==> src/addrgen_cfg_pkg.sv <==
package addrgen_cfg_pkg;

  ////////////////////////////////////////////////////////////////////////////
  // Bus geometry
  ////////////////////////////////////////////////////////////////////////////

  // Byte address width
  localparam int unsigned AddrWidth = 32;

  // Data bus is 64 bits wide
  localparam int unsigned BusBytes   = 8;
  localparam int unsigned BusSizeLog = 3;

  // Incrementing bursts stop at 256 beats and never leave a 4 KiB page
  localparam int unsigned MaxBurstBeats = 256;
  localparam int unsigned PageBits      = 12;

  ////////////////////////////////////////////////////////////////////////////
  // Request and command stream
  ////////////////////////////////////////////////////////////////////////////

  // Element count of one vector request
  localparam int unsigned LenWidth = 16;

  // Commands the load/store units can take before returning a credit
  localparam int unsigned CmdCredits = 2;

  typedef logic [AddrWidth-1:0] addr_t;
  typedef logic [LenWidth-1:0]  len_t;

endpackage
==> src/addrgen_types_pkg.sv <==
package addrgen_types_pkg;

  ////////////////////////////////////////////////////////////////////////////
  // Element width
  ////////////////////////////////////////////////////////////////////////////

  // Encoded as log2 of the element size in bytes,
  // so it doubles as the size code of a single-beat request
  typedef enum logic [1:0] {
    VEW8  = 2'd0,
    VEW16 = 2'd1,
    VEW32 = 2'd2,
    VEW64 = 2'd3
  } vew_e;

  ////////////////////////////////////////////////////////////////////////////
  // Vector memory request
  ////////////////////////////////////////////////////////////////////////////

  typedef struct packed {
    addrgen_cfg_pkg::addr_t addr;
    addrgen_cfg_pkg::len_t  len;
    // Byte distance between elements, strided only
    addrgen_cfg_pkg::addr_t stride;
    vew_e                   vew;
    logic                   is_load;
    // Unit-stride requests become incrementing bursts
    logic                   unit_stride;
  } mem_req_t;

  ////////////////////////////////////////////////////////////////////////////
  // Bus request, also sent as load/store command
  ////////////////////////////////////////////////////////////////////////////

  typedef struct packed {
    addrgen_cfg_pkg::addr_t addr;
    // Beat count minus one
    logic [7:0]             len;
    // log2 of bytes per beat
    logic [2:0]             size;
  } ax_req_t;

endpackage

==> src/burst_cmd_if.sv <==
interface burst_cmd_if;

  import addrgen_types_pkg::*;

  // One-cycle pulse, only while the engine is idle
  logic     start;

  // Request fields, valid with start
  mem_req_t req;

  // One-cycle pulse on the last bus handshake
  logic     done;

  // Controller side
  modport ctrl_mp (
    output start,
    output req,
    input  done
  );

  // Burst engine side
  modport engine_mp (
    input  start,
    input  req,
    output done
  );

endinterface

==> src/addrgen_top.sv <==
module addrgen_top (
  input  logic                     clk_i,
  input  logic                     rst_ni,
  // Vector memory request
  input  logic                     req_valid_i,
  output logic                     req_ready_o,
  input  addrgen_cfg_pkg::addr_t   req_addr_i,
  input  addrgen_cfg_pkg::len_t    req_len_i,
  input  addrgen_cfg_pkg::addr_t   req_stride_i,
  input  addrgen_types_pkg::vew_e  req_vew_i,
  input  logic                     req_is_load_i,
  input  logic                     req_unit_stride_i,
  // Completion
  output logic                     ack_o,
  output logic                     error_o,
  // Read address channel
  output addrgen_cfg_pkg::addr_t   ar_addr_o,
  output logic [7:0]               ar_len_o,
  output logic [2:0]               ar_size_o,
  output logic                     ar_valid_o,
  input  logic                     ar_ready_i,
  // Write address channel
  output addrgen_cfg_pkg::addr_t   aw_addr_o,
  output logic [7:0]               aw_len_o,
  output logic [2:0]               aw_size_o,
  output logic                     aw_valid_o,
  input  logic                     aw_ready_i,
  // Load/store command stream
  output logic                     cmd_valid_o,
  output addrgen_cfg_pkg::addr_t   cmd_addr_o,
  output logic [7:0]               cmd_len_o,
  output logic [2:0]               cmd_size_o,
  output logic                     cmd_is_load_o,
  input  logic                     cmd_credit_i
);

  import addrgen_types_pkg::*;

  mem_req_t req;
  ax_req_t  ar;
  ax_req_t  aw;
  ax_req_t  cmd;
  logic     has_credit;
  logic     issue;

  burst_cmd_if burst_if ();

  // Pack the request fields
  assign req = '{
    addr:        req_addr_i,
    len:         req_len_i,
    stride:      req_stride_i,
    vew:         req_vew_i,
    is_load:     req_is_load_i,
    unit_stride: req_unit_stride_i
  };

  addrgen_ctrl i_ctrl (
    .clk_i       (clk_i),
    .rst_ni      (rst_ni),
    .req_valid_i (req_valid_i),
    .req_i       (req),
    .req_ready_o (req_ready_o),
    .ack_o       (ack_o),
    .error_o     (error_o),
    .burst       (burst_if.ctrl_mp)
  );

  burst_engine i_engine (
    .clk_i         (clk_i),
    .rst_ni        (rst_ni),
    .burst         (burst_if.engine_mp),
    .has_credit_i  (has_credit),
    .issue_o       (issue),
    .ar_o          (ar),
    .ar_valid_o    (ar_valid_o),
    .ar_ready_i    (ar_ready_i),
    .aw_o          (aw),
    .aw_valid_o    (aw_valid_o),
    .aw_ready_i    (aw_ready_i),
    .cmd_o         (cmd),
    .cmd_is_load_o (cmd_is_load_o)
  );

  credit_counter i_credits (
    .clk_i        (clk_i),
    .rst_ni       (rst_ni),
    .issue_i      (issue),
    .credit_i     (cmd_credit_i),
    .has_credit_o (has_credit)
  );

  // Unpack onto the bus ports
  assign ar_addr_o  = ar.addr;
  assign ar_len_o   = ar.len;
  assign ar_size_o  = ar.size;
  assign aw_addr_o  = aw.addr;
  assign aw_len_o   = aw.len;
  assign aw_size_o  = aw.size;

  // Command goes out in the handshake cycle
  assign cmd_valid_o = issue;
  assign cmd_addr_o  = cmd.addr;
  assign cmd_len_o   = cmd.len;
  assign cmd_size_o  = cmd.size;

endmodule

==> src/credit_counter.sv <==
module credit_counter (
  input  logic clk_i,
  input  logic rst_ni,
  // Command sent to the load/store units
  input  logic issue_i,
  // Credit returned by the load/store units
  input  logic credit_i,
  output logic has_credit_o
);

  import addrgen_cfg_pkg::*;

  typedef logic [$clog2(CmdCredits + 1)-1:0] cnt_t;

  cnt_t cnt_q;

  ////////////////////////////////////////////////////////////////////////////
  // Credit count
  ////////////////////////////////////////////////////////////////////////////

  always_ff @(posedge clk_i or negedge rst_ni) begin
    if (!rst_ni) begin
      // All credits available out of reset
      cnt_q <= cnt_t'(CmdCredits);
    end else begin
      case ({issue_i, credit_i})
        2'b10: begin
          if (cnt_q != '0) begin
            cnt_q <= cnt_q - cnt_t'(1);
          end
        end
        2'b01: begin
          // Never above the reset value
          if (cnt_q != cnt_t'(CmdCredits)) begin
            cnt_q <= cnt_q + cnt_t'(1);
          end
        end
        // Issue and return together cancel out
        default: cnt_q <= cnt_q;
      endcase
    end
  end

  assign has_credit_o = (cnt_q != '0);

endmodule

==> src/burst_engine.sv <==
module burst_engine (
  input  logic                       clk_i,
  input  logic                       rst_ni,
  // Controller
  burst_cmd_if.engine_mp             burst,
  // Command credits
  input  logic                       has_credit_i,
  output logic                       issue_o,
  // Read address channel
  output addrgen_types_pkg::ax_req_t ar_o,
  output logic                       ar_valid_o,
  input  logic                       ar_ready_i,
  // Write address channel
  output addrgen_types_pkg::ax_req_t aw_o,
  output logic                       aw_valid_o,
  input  logic                       aw_ready_i,
  // Load/store command fields
  output addrgen_types_pkg::ax_req_t cmd_o,
  output logic                       cmd_is_load_o
);

  import addrgen_cfg_pkg::*;
  import addrgen_types_pkg::*;

  typedef enum logic [1:0] {
    E_IDLE,
    E_SETUP,
    E_REQ
  } state_e;

  state_e   state_q, state_d;
  // Address and len fields move as bus requests go out
  mem_req_t req_q, req_d;
  // Bus-aligned first byte and last byte of the current burst
  addr_t    start_q, start_d;
  addr_t    end_q, end_d;

  ax_req_t  ax;
  logic     ax_valid;
  logic     ax_ready;
  logic     handshake;
  addr_t    consumed;
  len_t     uni_len_next;

  // Round down to a bus word
  function automatic addr_t align_bus(addr_t a);
    return {a[AddrWidth-1:BusSizeLog], {BusSizeLog{1'b0}}};
  endfunction

  // Last byte of a burst starting at addr with len elements left
  function automatic addr_t burst_end(addr_t addr, len_t len, vew_e vew);
    addr_t bytes;
    addr_t span;
    addr_t last;
    bytes = addr_t'(len) << vew;
    span  = (bytes > addr_t'(MaxBurstBeats * BusBytes)) ?
            addr_t'(MaxBurstBeats * BusBytes) : bytes;
    last  = align_bus(addr + span - addr_t'(1)) + addr_t'(BusBytes - 1);
    // Clip at the end of the start page
    if (last[AddrWidth-1:PageBits] != addr[AddrWidth-1:PageBits]) begin
      last = {addr[AddrWidth-1:PageBits], {PageBits{1'b1}}};
    end
    return last;
  endfunction

  ////////////////////////////////////////////////////////////////////////////
  // Bus request
  ////////////////////////////////////////////////////////////////////////////

  always_comb begin
    ax.addr = req_q.addr;
    if (req_q.unit_stride) begin
      ax.len  = 8'((end_q - start_q) >> BusSizeLog);
      ax.size = 3'(BusSizeLog);
    end else begin
      // One element per single-beat request
      ax.len  = '0;
      ax.size = 3'(req_q.vew);
    end
  end

  // No valid without a credit; credits only drop on a handshake,
  // so valid holds once raised
  assign ax_valid   = (state_q == E_REQ) && has_credit_i;
  assign ax_ready   = req_q.is_load ? ar_ready_i : aw_ready_i;
  assign handshake  = ax_valid && ax_ready;

  assign ar_o       = ax;
  assign aw_o       = ax;
  assign ar_valid_o = ax_valid && req_q.is_load;
  assign aw_valid_o = ax_valid && !req_q.is_load;

  // Command mirrors the handshake
  assign issue_o       = handshake;
  assign cmd_o         = ax;
  assign cmd_is_load_o = req_q.is_load;

  // Elements covered by this burst, saturated at what is left
  assign consumed     = (end_q - req_q.addr + addr_t'(1)) >> req_q.vew;
  assign uni_len_next = (consumed >= addr_t'(req_q.len)) ?
                        '0 : req_q.len - len_t'(consumed);

  ////////////////////////////////////////////////////////////////////////////
  // Engine FSM
  ////////////////////////////////////////////////////////////////////////////

  always_comb begin
    state_d    = state_q;
    req_d      = req_q;
    start_d    = start_q;
    end_d      = end_q;
    burst.done = 1'b0;

    case (state_q)
      E_IDLE: begin
        if (burst.start) begin
          req_d   = burst.req;
          state_d = E_SETUP;
        end
      end
      E_SETUP: begin
        start_d = align_bus(req_q.addr);
        end_d   = burst_end(req_q.addr, req_q.len, req_q.vew);
        // Empty request has nothing to send
        if (req_q.len == '0) begin
          burst.done = 1'b1;
          state_d    = E_IDLE;
        end else begin
          state_d = E_REQ;
        end
      end
      E_REQ: begin
        if (handshake) begin
          if (req_q.unit_stride) begin
            req_d.addr = end_q + addr_t'(1);
            req_d.len  = uni_len_next;
            // Next burst bounds ready for the following cycle
            start_d    = align_bus(req_d.addr);
            end_d      = burst_end(req_d.addr, req_d.len, req_q.vew);
          end else begin
            req_d.addr = req_q.addr + req_q.stride;
            req_d.len  = req_q.len - len_t'(1);
          end
          if (req_d.len == '0) begin
            burst.done = 1'b1;
            state_d    = E_IDLE;
          end
        end
      end
      default: state_d = E_IDLE;
    endcase
  end

  always_ff @(posedge clk_i or negedge rst_ni) begin
    if (!rst_ni) begin
      state_q <= E_IDLE;
    end else begin
      state_q <= state_d;
    end
  end

  always_ff @(posedge clk_i) begin
    req_q   <= req_d;
    start_q <= start_d;
    end_q   <= end_d;
  end

endmodule

==> src/addrgen_ctrl.sv <==
module addrgen_ctrl (
  input  logic                        clk_i,
  input  logic                        rst_ni,
  // Request handshake
  input  logic                        req_valid_i,
  input  addrgen_types_pkg::mem_req_t req_i,
  output logic                        req_ready_o,
  // Completion
  output logic                        ack_o,
  output logic                        error_o,
  // Burst engine
  burst_cmd_if.ctrl_mp                burst
);

  import addrgen_cfg_pkg::*;
  import addrgen_types_pkg::*;

  // IDLE waits for a request, CHECK tests alignment, BUSY waits for the engine
  typedef enum logic [1:0] {
    IDLE,
    CHECK,
    BUSY
  } state_e;

  state_e   state_q, state_d;
  mem_req_t req_q;
  addr_t    align_mask;
  logic     misaligned;

  ////////////////////////////////////////////////////////////////////////////
  // Alignment check
  ////////////////////////////////////////////////////////////////////////////

  // Low address bits below the element size must be zero
  assign align_mask = (addr_t'(1) << req_q.vew) - addr_t'(1);
  assign misaligned = |(req_q.addr & align_mask);

  ////////////////////////////////////////////////////////////////////////////
  // Request FSM
  ////////////////////////////////////////////////////////////////////////////

  assign req_ready_o = (state_q == IDLE);
  assign burst.req   = req_q;

  always_comb begin
    state_d     = state_q;
    ack_o       = 1'b0;
    error_o     = 1'b0;
    burst.start = 1'b0;

    case (state_q)
      IDLE: begin
        if (req_valid_i) begin
          state_d = CHECK;
        end
      end
      CHECK: begin
        if (misaligned) begin
          // Finish at once, nothing reaches the bus
          ack_o   = 1'b1;
          error_o = 1'b1;
          state_d = IDLE;
        end else begin
          burst.start = 1'b1;
          state_d     = BUSY;
        end
      end
      BUSY: begin
        // Ack goes out with the last bus handshake
        if (burst.done) begin
          ack_o   = 1'b1;
          state_d = IDLE;
        end
      end
      default: state_d = IDLE;
    endcase
  end

  always_ff @(posedge clk_i or negedge rst_ni) begin
    if (!rst_ni) begin
      state_q <= IDLE;
    end else begin
      state_q <= state_d;
    end
  end

  // Request fields captured on the handshake
  always_ff @(posedge clk_i) begin
    if (req_valid_i && req_ready_o) begin
      req_q <= req_i;
    end
  end

endmodule

==> config.mk <==
export PLATFORM = sky130hd
export DESIGN_NAME = addrgen_top
export DESIGN_NICKNAME = d
export VERILOG_FILES = /design/src/addrgen_cfg_pkg.sv /design/src/addrgen_types_pkg.sv /design/src/burst_cmd_if.sv /design/src/addrgen_top.sv /design/src/credit_counter.sv /design/src/burst_engine.sv /design/src/addrgen_ctrl.sv
export SDC_FILE = /design/constraint.sdc
export NUM_CORES = 1
export LEC_CHECK = 0
export BUFFER_PORTS_ARGS = -buffer_cell sky130_fd_sc_hd__buf_4
export CORE_MARGIN = 2
export CORE_UTILIZATION = 51
export CTS_BUF_LIST = sky130_fd_sc_hd__clkbuf_4 sky130_fd_sc_hd__clkbuf_8 sky130_fd_sc_hd__clkbuf_16
export DETAILED_ROUTE_END_ITERATION = 6
export PLACE_DENSITY_LB_ADDON = 0.05
export RECOVER_POWER = 100
export REMOVE_ABC_BUFFERS = 1
export SKIP_LAST_GASP = 1
export SYNTH_ARGS = -nofsm -noshare
export SYNTH_HDL_FRONTEND = slang
export SYNTH_SLANG_ARGS = --single-unit
==> constraint.sdc <==
create_clock -name clk_i -period 15.7 [get_ports clk_i]
set_input_delay 0 -clock clk_i [delete_from_list [all_inputs] [get_ports clk_i]]
set_output_delay 0 -clock clk_i [all_outputs]
set_load 0.05 [all_outputs]
-- Yosys cells after proc, flatten, opt, wreduce, memory -nomap -nowiden
Cells that the tools add are included.
W data, S select, Z words.
- word-level logic and storage cells: 120
- bits in registers: 217
- output and inout port bits: 136
- eq/ne operators: 17
- muxes and demuxes: 41
- $lt $le $gt $ge: 3
- add/subtract/negate cells: 16
- reductions and logical operators: 21
- shift operators: 4
- bitwise operators: 1
- operator list (cell ; count):
    $mux W32 ; 6
    $mux W48 ; 4
    $add A32 B32 Y32 ; 3
    $pmux W48 S2 ; 1
    $sub A32 B1 Y32 const B ; 3
    $mux W84 ; 1
    $add A32 B1 Y32 const B ; 2
    $add A32 B3 Y32 const B ; 2
    $gt A32 B12 Y1 const B ; 2
    $pmux W32 S2 ; 1
    $shl A16 B2 Y32 ; 2
    $ne A20 B20 Y1 ; 2
    $mux W11 ; 3
    $and A32 B32 Y32 ; 1
    $ge A32 B16 Y1 ; 1
    $logic_not A16 Y1 ; 2
    $reduce_or A32 Y1 ; 1
    $shl A1 B2 Y32 const A ; 1
    $shr A32 B2 Y32 ; 1
    $sub A32 B32 Y32 ; 1
    $pmux W11 S2 ; 1
    $mux W2 ; 9
    $mux W16 ; 1
    $sub A16 B1 Y16 const B ; 1
    18 further kinds ; 51

-- Depth between registers and ports, before layout
- word-level depth: 16
- gate-level depth with buffers: 45
- depth with buffers taken out: 43

-- Modules after synthesis
Synthesis repeated with hierarchy kept, for this count alone.
- cell total of the unflattened synthesis: 2392
- area total of the unflattened synthesis: 20990.1 µm²
- by module, submodules not included (module ; cells each ; seq. area each (µm²) ; instances ; area each (µm²)):
    burst_engine ; 2253 ; 3683.5 ; 1 ; 18016.0
    addrgen_ctrl ; 125 ; 2572.5 ; 1 ; 2849.0
    credit_counter ; 14 ; 51.3 ; 1 ; 125.1

-- Least setup slack after synthesis
Ideal clock, no wire load.
- path type: register to register
- start: register i_engine.req_q, in the netlist i_engine.ar_o[26]
- end: register i_engine.end_q[10], data pin
- slack: 6.454 ns
- period minus slack after synthesis: 9.246 ns
- path buffers: 2
- data required time: 15.408 ns
- arrival: 8.954 ns
- setup time: 0.292 ns
- stages on the path, launching flop included: 41
- cell sequence: edfxtp_1 -> inv_1 -> ha_1 -> ha_1 -> and2_1 -> a221oi_1 -> nor3b_1 -> xnor2_1 -> mux2i_1 -> mux2i_1 -> ha_1 -> clkbuf_1 -> a21oi_1 -> nor2_1 -> o21ai_0 -> o221ai_1 -> nor4_1 -> nand4b_1 -> (+5 left out) -> nand2_1 -> ha_1 -> inv_1 -> ha_1 -> clkbuf_1 -> a21o_1 -> a21o_1 -> a21o_1 -> a21oi_1 -> nor2_1 -> a311oi_1 -> nand4_1 -> nor4_1 -> nand4_1 -> a2111oi_0 -> nand4_1 -> nor4_4 -> a41oi_1
- word-level cells in the longest chain between the ends: 16
- elaborated cells on any way between the ends: 22
- ends and longest elaborated chain (element ; RTL line ; RTL):
    start, declared ; burst_engine.sv:33 ; mem_req_t req_q, req_d;
    start signal, assigned ; burst_engine.sv:163 ; req_q <= req_d;
    $sub A32 B32 Y32 ; burst_engine.sv:99 ; assign consumed = (end_q - req_q.addr + addr_t'(1)) >> req_q.vew;
    $add A32 B1 Y32 ; burst_engine.sv:99 ;
    $shr A32 B2 Y32 ; burst_engine.sv:99 ;
    $ge A32 B16 Y1 or $sub A16 B16 Y16 (tied branches) ; burst_engine.sv:100, burst_engine.sv:101 ;
    $mux W16 ; burst_engine.sv:100 ; assign uni_len_next = (consumed >= addr_t'(req_q.len)) ?
    $shl A16 B2 Y32 ; burst_engine.sv:55 ; bytes = addr_t'(len) << vew;
    $gt A32 B12 Y1 ; burst_engine.sv:56 ; span = (bytes > addr_t'(MaxBurstBeats * BusBytes)) ?
    $mux W32 ; burst_engine.sv:56 ;
    $add A32 B32 Y32 ; burst_engine.sv:58 ; last = align_bus(addr + span - addr_t'(1)) + addr_t'(BusBytes - 1);
    $sub A32 B1 Y32 ; burst_engine.sv:58 ;
    $add A32 B3 Y32 ; burst_engine.sv:58 ;
    $ne A20 B20 Y1 ; burst_engine.sv:60 ; if (last[AddrWidth-1:PageBits] != addr[AddrWidth-1:PageBits]) begin
    $mux W32 ; burst_engine.sv:60 ;
    $mux W32 ; burst_engine.sv:134 ; if (req_q.unit_stride) begin
    $mux W32 ; burst_engine.sv:133 ; if (handshake) begin
    $pmux W32 S2 * ; burst_engine.sv:114 ; case (state_q)
    named net i_engine.end_d[10] ; burst_engine.sv:36 ; addr_t end_q, end_d;
    end signal, assigned ; burst_engine.sv:165 ; end_q <= end_d;
    end, declared ; burst_engine.sv:36 ;
Mark *: on every way through the listed nets, which the timed path passes. The rest lies on a longest branch. The select of a mux whose other input is x is not followed.
A chain may end at the register's enable or synchronous reset.

-- Final worst setup path
- start: register i_engine.req_q, in the netlist i_engine.ar_o[26]
- end: register i_engine.end_q[4], data pin
The elaborated chain is that of the path after synthesis.

==> results.txt <==
Yosys warning count - 0
Post-Syn Instances - 2345
Starting DRT DRC Count - 1522
Hold-fix buffers, CTS - 88
Worst Tran Pin Value - 3510 ps
CTS tree - yes
DR pass1 iterations - 5
Site Rows - 73
TritonCTS Buffers - 26
Final nets - 2844
Netlist cell types - 91
CP Capture Point - i_engine.end_q[4]$_DFFE_PP_
WL/cell - 21.6 microns
Die X - 205 microns
Mean Syn Cell Area - 8.79 sq um
post-route ant nets - 0
share of layout cells above drive strength 1 - 7.12%
ANT cells - 0
Post-synth EDFFs - 205
# port buffers - 222
first-pass GRT wire length - 102 mm
Initial Utilization - 51.8%
metal3 WL - 4.67 mm
GP Congestion - 0.975
cell mode on critical path - ha_1
I/O pin count - 226
WL met2 - 28.9 mm
Crit path largest cell delay - 1470 ps
Setup Viol. Count Final - 0
largest net degree at the start of global routing - 58
register area share after synthesis - 30.6%
maximum root-to-sink buffer count - 3
CP Launch Type - flip-flop
Detailed Place HPWL - 51.4 mm
r2r endpoint - i_engine.end_q[4]$_DFFE_PP_
R2R depth - 39
critical path class - flip-flop to flip-flop
CP Max Fanout - 10
initial antenna violation count - 1
hold crit path type - input port to flip-flop
Max Clock Freq - 0.0769 GHz
H-tree levels - 1
Final min period - 13010 ps
# DRC - 0
mapped cell area - 0.0206 sq mm
Synth Register Bits - 211
area added between synthesis and finish - 12.6%
clk root buf - clkbuf_16
clk slew on worst S/H paths - 70 ps
CP max-delay cell - nor4_1
Synth Flop Type - edfxtp_1
Worst-Skew Late Latency - 590 ps
Post-synth ARST share - 2.84%
cts repair resizes - 0
Reg-to-Reg Start - i_engine.ar_o[26]$_DFFE_PP_
unrepaired setup endpoints after global routing - no
clk sinks - 211
Final Skew - 31.3 ps
Crit. End Element - flip-flop
crit path launch - i_engine.ar_o[26]$_DFFE_PP_
via/cell ratio - 6.00
Crit path required time - 15950 ps
fin area - 0.0232 sq mm
period utilisation layout - 82.8%
GR Util All Layers - 31.3%
Core Area - 0.0398 sq mm
pins over their slew limit - 401
CP arrival - 13260 ps
flop2flop setup slack - 2690 ps
setup bufs post-CTS - 0
number of global-route vias before repair - 17800
Hold Fails Final Rpt - 0
die area - 0.0421 sq mm
Max-slew headroom - -135%
max-cap violation count - 11
Post-Route WL - 66.1 mm
vias - 18400
failing checks - max-capacitance violations, max-slew violations
status - complete, but fails checks
die height - 205 microns
highest routed layer - met4
Metal-1 WL - 31.1 mm
Setup TNS - 0 ps
placed cell area - 0.0220 sq mm
Overflow after GRT - 0
## how the worst min path moves through the flow
| stage | from | to | cells past startpoint |
|---|---|---|---|
| final | req_len_i[15] | i_ctrl.burst.req[51]$_DFFE_PP_ | 2 |
| after global routing | req_stride_i[22] | i_ctrl.burst.req[26]$_DFFE_PP_ | 2 |
| after global placement | rst_ni | i_ctrl.state_q[0]$_DFFE_PN0P_ | 1 |
| after detailed placement | rst_ni | i_ctrl.state_q[0]$_DFFE_PN0P_ | 1 |
| after floorplan | rst_ni | i_credits.cnt_q[0]$_DFFE_PN0P_ | 0 |
| after CTS | req_len_i[0] | i_ctrl.burst.req[36]$_DFFE_PP_ | 2 |
## flip-flops by register name (all words and copies together) (netlist names)
register,cells
i_ctrl.state_q,2
i_credits.cnt_q,2
i_engine.start_q,8
i_engine.ar_o,32
i_engine.state_q,2
i_engine.cmd_is_load_o,1
i_engine.req_q,51
i_engine.end_q,29
i_ctrl.burst.req,84
## Yosys cell counts (22+ instances only)
cell type	instances	share of area, %
o211ai_1	24	0.87
xor2_1	60	2.5
o21a_1	28	1.0
a21o_1	70	2.5
nor2_1	165	3.0
nor3_1	55	1.3
o21ai_0	134	3.3
buf_4	119	4.3
nand4_1	35	1.1
nand3_1	49	1.2
a21oi_1	159	3.9
inv_1	190	3.5
clkbuf_1	60	1.1
and2_1	22	0.67
and3_1	25	0.76
nand2b_1	28	0.85
mux2i_1	46	2.2
ha_1	228	14
nand2_1	189	3.4
xnor2_1	103	4.4
edfxtp_1	205	30
## critical path: cells and delay by family (launching register included)
kind,cells,cell delay [ps]
and+or+nand+nor,16,5810
AOI/OAI and AO/OA,13,3720
adders and majority gates,5,1930
DFF,1,470
muxes,2,340
xor gates and xnor gates,1,190
buffers and inverters,2,180
## layout by cell type, fill, tap and decap left out, types with 14 or more instances in the layout
| cell | netlist | final |
|---|---|---|
| buf_4 | 119 | 15 |
| a21o_1 | 70 | 70 |
| o21bai_1 | 16 | 16 |
| nand2_1 | 189 | 189 |
| dlygate4sd3_1 | 0 | 88 |
| nand3_1 | 49 | 49 |
| inv_1 | 190 | 190 |
| ha_1 | 228 | 228 |
| nand4_1 | 35 | 35 |
| xnor2_1 | 103 | 103 |
| nand2b_1 | 28 | 28 |
| clkbuf_4 | 0 | 90 |
| a31oi_1 | 19 | 19 |
| nor4_1 | 17 | 18 |
| nor3_1 | 55 | 55 |
| or3_1 | 19 | 19 |
| o21a_1 | 28 | 28 |
| nor2b_1 | 19 | 19 |
| o211ai_1 | 24 | 24 |
| mux2i_1 | 46 | 46 |
| a211oi_1 | 16 | 16 |
| and3_1 | 25 | 25 |
| nor2_1 | 165 | 165 |
| xor2_1 | 60 | 60 |
| a22o_1 | 18 | 18 |
| o22ai_1 | 14 | 14 |
| and2_1 | 22 | 20 |
| a21oi_1 | 159 | 159 |
| clkbuf_16 | 0 | 26 |
| edfxtp_1 | 205 | 205 |
| conb_1 | 2 | 17 |
| clkbuf_1 | 60 | 137 |
| o21ai_0 | 134 | 134 |
## per-layer routing
layer  vias up  track usage [%]
met1      8831             46.2
met2       687             48.8
met5         -                0
li1       8814                -
met3        81             3.88
met4         0             7.35
## cell type report
class / count / area, sq um
Fill cell: 3704 / 16600
Inverter: 192 / 721
Multi-Input combinational cell: 1767 / 12500
Clock inverter: 13 / 180
Sequential cell: 211 / 6310
Clock buffer: 35 / 743
Tap cell: 525 / 657
Timing Repair Buffer: 325 / 2150
## through the flow
step                      hold WS (ps)  cells  setup WS, ps  util [%]
after floorplan                   -296   2170          5340         -
after global placement            -178   2932          4150      55.2
after detailed placement          -176   2932          3980      55.2
after CTS                          108   3068          3970      59.7
after global routing               141   3068          1750      58.3
final                              146   3068          2690      58.3
## logic make-up after synthesis
family / share of synthesized area (%)
multiplexers: 3.16
adder cells (fa/ha/maj): 14.1
AND/OR/NAND/NOR: 16.4
AO/OA/AOI/OAI: 19.6
XOR/XNOR: 6.92
flip-flops: 30.6
other: 0.0364
buffers and inverters: 9.13
Power is not shown: default switching activity piles up to over one toggle a cycle in this logic, so the estimate is an artifact.
